<file path="config.mk">
export PLATFORM = sky130hd
export DESIGN_NAME = zx_mem_top
export DESIGN_NICKNAME = d
export VERILOG_FILES = /design/src/hdl/zx_mem_pkg.sv /design/src/hdl/cpu_bus_sync.sv /design/src/hdl/zx_paging.sv /design/src/hdl/sdram_port.sv /design/src/hdl/zx_mem_top.sv
export SDC_FILE = /design/constraint.sdc
export NUM_CORES = 1
export LEC_CHECK = 0
export BUFFER_PORTS_ARGS = -buffer_cell sky130_fd_sc_hd__buf_2
export CAP_MARGIN = 20
export CORE_ASPECT_RATIO = 1.25
export CORE_MARGIN = 2
export CORE_UTILIZATION = 25
export CTS_CLUSTER_SIZE = 10
export DETAILED_ROUTE_END_ITERATION = 8
export PLACE_DENSITY_LB_ADDON = 0.05
export SLEW_MARGIN = 15
export SYNTH_ARGS = -nofsm -noshare
export SYNTH_HDL_FRONTEND = slang
export SYNTH_HIERARCHICAL = 1
export SYNTH_SLANG_ARGS = --single-unit
</file>
<file path="constraint.sdc">
create_clock -name clk_sys -period 2.5 [get_ports clk_sys]
set_input_delay 0.125 -clock clk_sys [delete_from_list [all_inputs] [get_ports clk_sys]]
set_output_delay 0.125 -clock clk_sys [all_outputs]
set_load 0.005 [all_outputs]
</file>
<file path="src/hdl/zx_mem_pkg.sv">
/* Shared types and constants for the Spectrum paging and SDRAM access path.
   Imported by every RTL module of the pipeline. */
`default_nettype none

package zx_mem_pkg;

	// ==================================================
	// Address geometry
	// ==================================================
	localparam int SDRAM_ADDR_W = 24; // SDRAM byte address
	localparam int BANK_W       = 14; // Offset inside a 16K bank

	// Default regions in SDRAM
	localparam logic [SDRAM_ADDR_W-1:0] DEF_ROM_BASE = 24'h10_0000; // 4 ROM banks
	localparam logic [SDRAM_ADDR_W-1:0] DEF_RAM_BASE = 24'h00_0000; // 8 RAM banks

	// Machine model, fixed at reset
	typedef enum logic [1:0] {
		MACH_48    = 2'd0,
		MACH_128   = 2'd1,
		MACH_PLUS3 = 2'd2
	} machine_t;

	// ==================================================
	// Pipeline payloads
	// ==================================================
	// Raw CPU bus, strobes active high
	typedef struct packed {
		logic [15:0] addr;
		logic [7:0]  data;  // CPU write data
		logic        mreq;
		logic        iorq;
		logic        rd;
		logic        wr;
	} cpu_bus_t;

	typedef enum logic [1:0] {
		OP_MEM_RD = 2'd0,
		OP_MEM_WR = 2'd1,
		OP_IO_WR  = 2'd2
	} bus_kind_t;

	// One bus operation per CPU cycle
	typedef struct packed {
		logic        valid;
		bus_kind_t   kind;
		logic [15:0] addr;
		logic [7:0]  data;
	} bus_op_t;

	// Translated request, byte addressed
	typedef struct packed {
		logic                    valid;
		logic                    we;
		logic [SDRAM_ADDR_W-1:0] addr;
		logic [7:0]              data;
	} mem_req_t;

	// Word-wide SDRAM command
	typedef struct packed {
		logic [SDRAM_ADDR_W-2:0] a;  // Word address
		logic [1:0]              ds; // Bit 1 is the upper byte
		logic [15:0]             d;
		logic                    we;
	} sdram_cmd_t;

endpackage

`default_nettype wire

</file>
<file path="src/hdl/cpu_bus_sync.sv">
/* Stage 1 of the memory path. Turns rising CPU strobes into single
   bus operations, one per CPU cycle. */
`timescale 1ns/100ps
`default_nettype none

module cpu_bus_sync import zx_mem_pkg::*; (
	input  wire      clk_sys,
	input  wire      reset,
	input  wire      cpu_bus_t cpu_bus,
	output bus_op_t  bus_op
);

	logic [2:0]  qual_now;  // {io_wr, mem_wr, mem_rd}
	logic [2:0]  qual_cur;  // Sampled at the strobe edge
	logic [2:0]  qual_prev;
	logic [2:0]  rise;
	logic [15:0] addr_cap;
	logic [7:0]  data_cap;

	// Qualified strobes
	assign qual_now = {
		cpu_bus.iorq & cpu_bus.wr,
		cpu_bus.mreq & cpu_bus.wr,
		cpu_bus.mreq & cpu_bus.rd
	};

	// A held strobe rises only once
	assign rise = qual_cur & ~qual_prev;

	// ==================================================
	// Capture and edge detect
	// ==================================================
	always_ff @(posedge clk_sys) begin
		addr_cap <= cpu_bus.addr; // Taken with the qualifiers
		data_cap <= cpu_bus.data;

		bus_op.addr <= addr_cap;
		bus_op.data <= data_cap;
		if (rise[0]) begin
			bus_op.kind <= OP_MEM_RD;
		end else if (rise[1]) begin
			bus_op.kind <= OP_MEM_WR;
		end else begin
			bus_op.kind <= OP_IO_WR;
		end

		if (reset) begin
			qual_cur     <= 3'b000;
			qual_prev    <= 3'b000;
			bus_op.valid <= 1'b0;
		end else begin
			qual_cur     <= qual_now;
			qual_prev    <= qual_cur;
			bus_op.valid <= |rise; // Single cycle pulse
		end
	end

endmodule

`default_nettype wire

</file>
<file path="src/hdl/zx_paging.sv">
/* Stage 2 of the memory path. Holds the 7FFD and 1FFD paging registers and
   maps CPU addresses onto the ROM and RAM regions of the SDRAM. */
`timescale 1ns/100ps
`default_nettype none

module zx_paging import zx_mem_pkg::*; #(
	parameter logic [SDRAM_ADDR_W-1:0] ROM_BASE = DEF_ROM_BASE,
	parameter logic [SDRAM_ADDR_W-1:0] RAM_BASE = DEF_RAM_BASE
) (
	input  wire       clk_sys,
	input  wire       reset,
	input  wire       machine_t machine,
	input  wire       bus_op_t bus_op,
	output mem_req_t  mem_req
);

	localparam int ROM_PAD = SDRAM_ADDR_W - BANK_W - 2;
	localparam int RAM_PAD = SDRAM_ADDR_W - BANK_W - 3;

	machine_t mach;
	logic [7:0] page_7ffd;
	logic [7:0] page_1ffd;

	logic       locked;
	logic       wr_7ffd;
	logic       wr_1ffd;
	logic       special;
	logic [1:0] slot;
	logic [1:0] rom_bank;
	logic [2:0] ram_bank;
	logic       is_rom;
	logic       is_mem;
	logic       is_wr;
	logic [SDRAM_ADDR_W-1:0] rom_addr;
	logic [SDRAM_ADDR_W-1:0] ram_addr;

	// ==================================================
	// Port decode
	// ==================================================
	assign locked = (mach == MACH_48) | page_7ffd[5];

	// Partial decode as on the real machines
	assign wr_7ffd = ~bus_op.addr[15] & ~bus_op.addr[1]
		& (bus_op.addr[14] | (mach != MACH_PLUS3));
	assign wr_1ffd = (mach == MACH_PLUS3) & (bus_op.addr[15:12] == 4'b0001)
		& ~bus_op.addr[1];

	assign special = page_1ffd[0]; // +3 all-RAM mode
	assign slot    = bus_op.addr[15:14];

	// ROM bank per machine
	always_comb begin
		case (mach)
			MACH_128:   rom_bank = {1'b0, page_7ffd[4]};
			MACH_PLUS3: rom_bank = {page_1ffd[2], page_7ffd[4]};
			default:    rom_bank = 2'd0;
		endcase
	end

	// RAM bank for the addressed slot
	always_comb begin
		if (special) begin
			case ({page_1ffd[2:1], slot})
				4'b00_00: ram_bank = 3'd0;
				4'b00_01: ram_bank = 3'd1;
				4'b00_10: ram_bank = 3'd2;
				4'b00_11: ram_bank = 3'd3;
				4'b10_11: ram_bank = 3'd3;
				4'b11_01: ram_bank = 3'd7;
				4'b11_11: ram_bank = 3'd3;
				default:  ram_bank = {1'b1, slot}; // 4, 5, 6, 7 pattern
			endcase
		end else begin
			case (slot)
				2'd1:    ram_bank = 3'd5;
				2'd2:    ram_bank = 3'd2;
				2'd3:    ram_bank = page_7ffd[2:0]; // Locked at 0 on 48K
				default: ram_bank = 3'd0; // Slot 0 is ROM here
			endcase
		end
	end

	// ==================================================
	// Address translation
	// ==================================================
	assign rom_addr = ROM_BASE
		+ {{ROM_PAD{1'b0}}, rom_bank, bus_op.addr[BANK_W-1:0]};
	assign ram_addr = RAM_BASE
		+ {{RAM_PAD{1'b0}}, ram_bank, bus_op.addr[BANK_W-1:0]};

	assign is_rom = ~special & (slot == 2'd0);
	assign is_mem = (bus_op.kind == OP_MEM_RD) | (bus_op.kind == OP_MEM_WR);
	assign is_wr  = (bus_op.kind == OP_MEM_WR);

	always_ff @(posedge clk_sys) begin
		mem_req.we   <= is_wr;
		mem_req.addr <= is_rom ? rom_addr : ram_addr;
		mem_req.data <= bus_op.data;

		if (reset) begin
			mach         <= machine; // Model fixed while in reset
			page_7ffd    <= 8'h00;
			page_1ffd    <= 8'h00;
			mem_req.valid <= 1'b0;
		end else begin
			// ROM writes vanish here
			mem_req.valid <= bus_op.valid & is_mem & ~(is_wr & is_rom);

			if (bus_op.valid && bus_op.kind == OP_IO_WR && !locked) begin
				if (wr_7ffd) begin
					page_7ffd <= bus_op.data;
				end else if (wr_1ffd) begin
					page_1ffd <= bus_op.data;
				end
			end
		end
	end

endmodule

`default_nettype wire

</file>
<file path="src/hdl/sdram_port.sv">
/* Stage 3 of the memory path. Issues byte requests to the 16-bit SDRAM port
   with a toggle handshake and returns the read byte and ready to the CPU. */
`timescale 1ns/100ps
`default_nettype none

module sdram_port import zx_mem_pkg::*; (
	input  wire         clk_sys,
	input  wire         reset,
	input  wire         mem_req_t mem_req,

	output sdram_cmd_t  sdram_cmd,
	output logic        sdram_req,
	input  wire         sdram_ack,
	input  wire  [15:0] sdram_dout,

	output logic [7:0]  cpu_din,
	output logic        ram_ready
);

	logic lane_hi; // Byte 0 or 1 of the word

	// ==================================================
	// Request issue
	// ==================================================
	always_ff @(posedge clk_sys) begin
		if (mem_req.valid) begin
			sdram_cmd.a  <= mem_req.addr[SDRAM_ADDR_W-1:1];
			sdram_cmd.we <= mem_req.we;
			sdram_cmd.d  <= {mem_req.data, mem_req.data}; // Same byte on both lanes

			// Reads fetch the whole word
			if (mem_req.we) begin
				sdram_cmd.ds <= {mem_req.addr[0], ~mem_req.addr[0]};
			end else begin
				sdram_cmd.ds <= 2'b11;
			end

			lane_hi <= mem_req.addr[0];
		end

		if (reset) begin
			sdram_req <= 1'b0;
		end else if (mem_req.valid) begin
			sdram_req <= ~sdram_req; // New request
		end
	end

	// Idle once the memory has caught up
	assign ram_ready = (sdram_ack == sdram_req);

	// Read byte selection
	assign cpu_din = lane_hi ? sdram_dout[15:8] : sdram_dout[7:0];

endmodule

`default_nettype wire

</file>
<file path="src/hdl/zx_mem_top.sv">
/* Top of the Spectrum memory path: bus capture, paging and SDRAM port in
   a chain. The SDRAM region bases are set here. */
`timescale 1ns/100ps
`default_nettype none

module zx_mem_top import zx_mem_pkg::*; #(
	parameter logic [SDRAM_ADDR_W-1:0] ROM_BASE = DEF_ROM_BASE,
	parameter logic [SDRAM_ADDR_W-1:0] RAM_BASE = DEF_RAM_BASE
) (
	input  wire         clk_sys,
	input  wire         reset,
	input  wire         machine_t machine, // Sampled during reset

	input  wire         cpu_bus_t cpu_bus,
	output logic [7:0]  cpu_din,
	output logic        ram_ready,

	output sdram_cmd_t  sdram_cmd,
	output logic        sdram_req,         // Toggle
	input  wire         sdram_ack,         // Toggle
	input  wire  [15:0] sdram_dout
);

	bus_op_t  bus_op;
	mem_req_t mem_req;

	// ==================================================
	// Stage chain
	// ==================================================
	cpu_bus_sync bus_sync_i (
		.clk_sys (clk_sys),
		.reset   (reset),
		.cpu_bus (cpu_bus),
		.bus_op  (bus_op)
	);

	zx_paging #(
		.ROM_BASE (ROM_BASE),
		.RAM_BASE (RAM_BASE)
	) paging_i (
		.clk_sys (clk_sys),
		.reset   (reset),
		.machine (machine),
		.bus_op  (bus_op),
		.mem_req (mem_req)
	);

	sdram_port port_i (
		.clk_sys    (clk_sys),
		.reset      (reset),
		.mem_req    (mem_req),
		.sdram_cmd  (sdram_cmd),
		.sdram_req  (sdram_req),
		.sdram_ack  (sdram_ack),
		.sdram_dout (sdram_dout),
		.cpu_din    (cpu_din),
		.ram_ready  (ram_ready)
	);

endmodule

`default_nettype wire

</file>
==> out/results.ini <==
[die]
fp.dieW_um = 113
core_area_mm2 = 0.0148
rows = 50
initial_utilization_pct = 25.2
ios = 101
fp.dieH_um = 141
dieArea_mm2 = 0.0160

[worst_setup_path]
cp_slowest_cell = edfxtp_1
end_kind = output port
crit_buf_inv = 1
path_cells = mux2_4 -> buf_2
critPathTopFamily = flip-flops
cp.required_ns = 2.38
critPathKind = reg -> out
slowest_delay_ns = 0.63
critPathMaxFanout = 8
worstPathArrival_ns = 1.49
start_kind = register

[logic_synthesis]
muxShareOfSynthArea_pct = 5.35
synth_top_family_by_area = simple AND/OR/NAND/NOR gates
synthAdderAreaFrac_pct = 1.00
synth-compound-area-share_pct = 1.97
synth-xor-area-share_pct = 0.469
ys_seq_area_share_pct = 80.1
avgSynthCellArea_um2 = 16.6
yosysUniqueCellTypes = 31
ys_warn_count = 6
postSynthCellCount = 225
synth-simple-area-share_pct = 6.93
synth_area_mm2 = 0.00374
ys_ff_latch = 131

[sta]
timing.final.crit_period_ns = 1.61
hold_violations = 0
fin_skew_ns = 0.00656
whs_ns = 0.126
fmax_mhz = 620
slew_headroom_pct = 66.5
setup_viol = 0
min_period_over_period_pct = 64.6
setup_tns_ns = 0
drv_slew = 0
worstMarginPinSlew_ns = 0.502
rsz0062_at_grt = no

[final_layout]
final_layout_size_suffix_gt1_share_pct = 38.6
n_antenna_cell = 0
area_growth_pct = 40.2
n_fill_cell = 1439
layout_commonest_cell = buf_2
fin_util_pct = 35.4
nets = 417
layout_common_cells = buf_2 (100), dfxtp_1 (93), edfxtp_1 (37)

[clock_network]
numCtsBuffers = 17
post_cts_resize_count = 0
cts_setup_buffers = 0
path_clk_slew_ns = 0.05
cts.sinks = 131
cts-root-buf = clkbuf_16
clk_latency_ns = 0.41
cts_tree = yes
cts_hold_buf = 32
cts_max_level = 4
cts_buffer_depth = 2

[power_and_ir_drop]
leakagePower_nw = 2.23
p_seq_share_pct = 48.7
power.share.clock_pct = 48.3
ir_drop_mv = 0.413
internal_power_w = 0.00373
pwr_density_cell_mw_per_mm2 = 898
p_switching_w = 0.000979
switching_share_pct = 20.8
power_frac_comb_pct = 3.0
total_power_w = 0.00471

[worst_hold_path]
hp-class = in -> reg

[drt]
routedWlPerCell_um = 10.9
drt_iter0_drc = 35
wl_mm = 6.09
drc = 0
avgViaCountPerCell = 3.68
antenna_left = 0
dr.pass1.iters = 4
vias = 2061

[global_route]
grt_pass1_vias = 2065
overflow = 0
grt_pass1_wl_mm = 9.82
grt_max_degree = 24
antenna_found_initial = 0
grt_usage_pct = 8.32

[placement]
io_buffers = 100
place.gp.congestion = 0.727
dp.final_hpwl_mm = 4.07

[run]
cap_violations = 0

[run_status]
status = finished, final reports clean

## metal layers
metal	GRT usage, %	part of all wire (%)
met5	0	0
met2	13.1	48
met3	4.30	7.3
met4	5.58	2.4
met1	8.58	42
## flip-flops by register name (all words and copies together) (netlist names)
| signal | count |
|---|---|
| paging_i/page_1ffd | 3 |
| bus_sync_i/addr_cap | 16 |
| paging_i/mach | 2 |
| paging_i/mem_req | 28 |
| port_i/lane_hi | 1 |
| bus_sync_i/data_cap | 8 |
| bus_sync_i/bus_op | 27 |
| bus_sync_i/qual_prev | 3 |
| port_i/sdram_cmd | 34 |
| bus_sync_i/qual_cur | 3 |
| port_i/sdram_req | 1 |
| paging_i/page_7ffd | 5 |
## layout make-up
class | count | area, um2 | share of cell area [%]
tap | 182 | 228 | 4.34
clock inverter | 12 | 93.8 | 1.79
timing repair buffer | 134 | 836 | 15.9
sequential | 131 | 2990 | 57.1
multi-input combinational | 78 | 611 | 11.6
inverter | 3 | 11.3 | 0.215
clock buffer | 20 | 468 | 8.93
## synth_stat cells
library cell | n | area share (%)
a41oi_1 | 1 | 0.23
o31ai_1 | 1 | 0.20
edfxtp_1 | 37 | 30
a2bb2oi_1 | 1 | 0.23
mux2i_1 | 8 | 2.1
and3_1 | 1 | 0.17
buf_6 | 3 | 0.90
dfxtp_1 | 94 | 50
inv_1 | 3 | 0.30
o211ai_1 | 1 | 0.20
conb_1 | 1 | 0.10
o2111ai_1 | 1 | 0.23
and3b_1 | 2 | 0.47
buf_4 | 14 | 2.8
nor2_1 | 5 | 0.50
and4bb_2 | 2 | 0.67
nor2b_1 | 5 | 0.84
clkbuf_1 | 1 | 0.10
xnor2_1 | 2 | 0.47
o21ai_0 | 2 | 0.27
nor3_4 | 1 | 0.44
nand3_1 | 2 | 0.27
nor3_1 | 1 | 0.13
a31oi_1 | 2 | 0.33
mux2_4 | 8 | 3.2
nand2b_1 | 15 | 2.5
and2_1 | 1 | 0.17
a21oi_1 | 2 | 0.27
nand2b_4 | 1 | 0.37
ha_1 | 3 | 1.0
nand2_1 | 4 | 0.40
## worst register-to-register path, stage by stage (launching register included)
cell and delay, ns:
edfxtp_1 0.36, inv_1 0.07, ha_1 0.20, and4bb_2 0.31, and3_1 0.33, mux2i_1 0.21
## stage by stage
step / area, um2 / std cells / setup WS [ns]
after global routing: 5240 / 560 / 0.796
after CTS: 5240 / 560 / 0.836
after detailed placement: 4360 / 496 / 0.962
after floorplan: 3760 / 230 / 1.04
after global placement: 4360 / 496 / 1.02
final: 5240 / 560 / 0.886
## power by group through the flow
stage / Clock (W) / Combinational, W / Sequential (W)
final: 0.00227 / 0.000142 / 0.00229
after global routing: 0.00248 / 0.000158 / 0.00230
after CTS: 0.00237 / 0.000144 / 0.00229
after detailed placement: 0 / 0.000106 / 0.00234
after global placement: 0 / 0.000105 / 0.00234
after floorplan: 0 / 0.0000565 / 0.00233
## path summary, 6_finish.rpt
check | slack, ns | startpoint | depth (start not counted) | endpoint
max | 0.89 | port_i/lane_hi$_DFFE_PP_ | 2 | cpu_din[5]
min | 0.13 | reset | 2 | paging_i/page_7ffd[5]$_SDFFE_PP0P_
max reg2reg | 0.96 | paging_i/mach[0]$_DFFE_PP_ | 5 | paging_i/page_7ffd[0]$_SDFFE_PP0P_
min reg2reg | 0.32 | bus_sync_i/addr_cap[0]$_DFF_P_ | 0 | bus_sync_i/bus_op[8]$_DFF_P_
## kinds of logic (layout without fill, tap and decap cells)
| family | Yosys count | count (layout) |
|---|---|---|
| multiplexers | 16 | 16 |
| AND/OR/NAND/NOR | 40 | 40 |
| other | 1 | 6 |
| adder cells (fa/ha/maj) | 3 | 3 |
| XOR/XNOR | 2 | 2 |
| flip-flops | 131 | 131 |
| buffers and inverters | 21 | 169 |
| AO/OA/AOI/OAI | 11 | 11 |
Note: power is estimated with default switching activity, not from simulation.
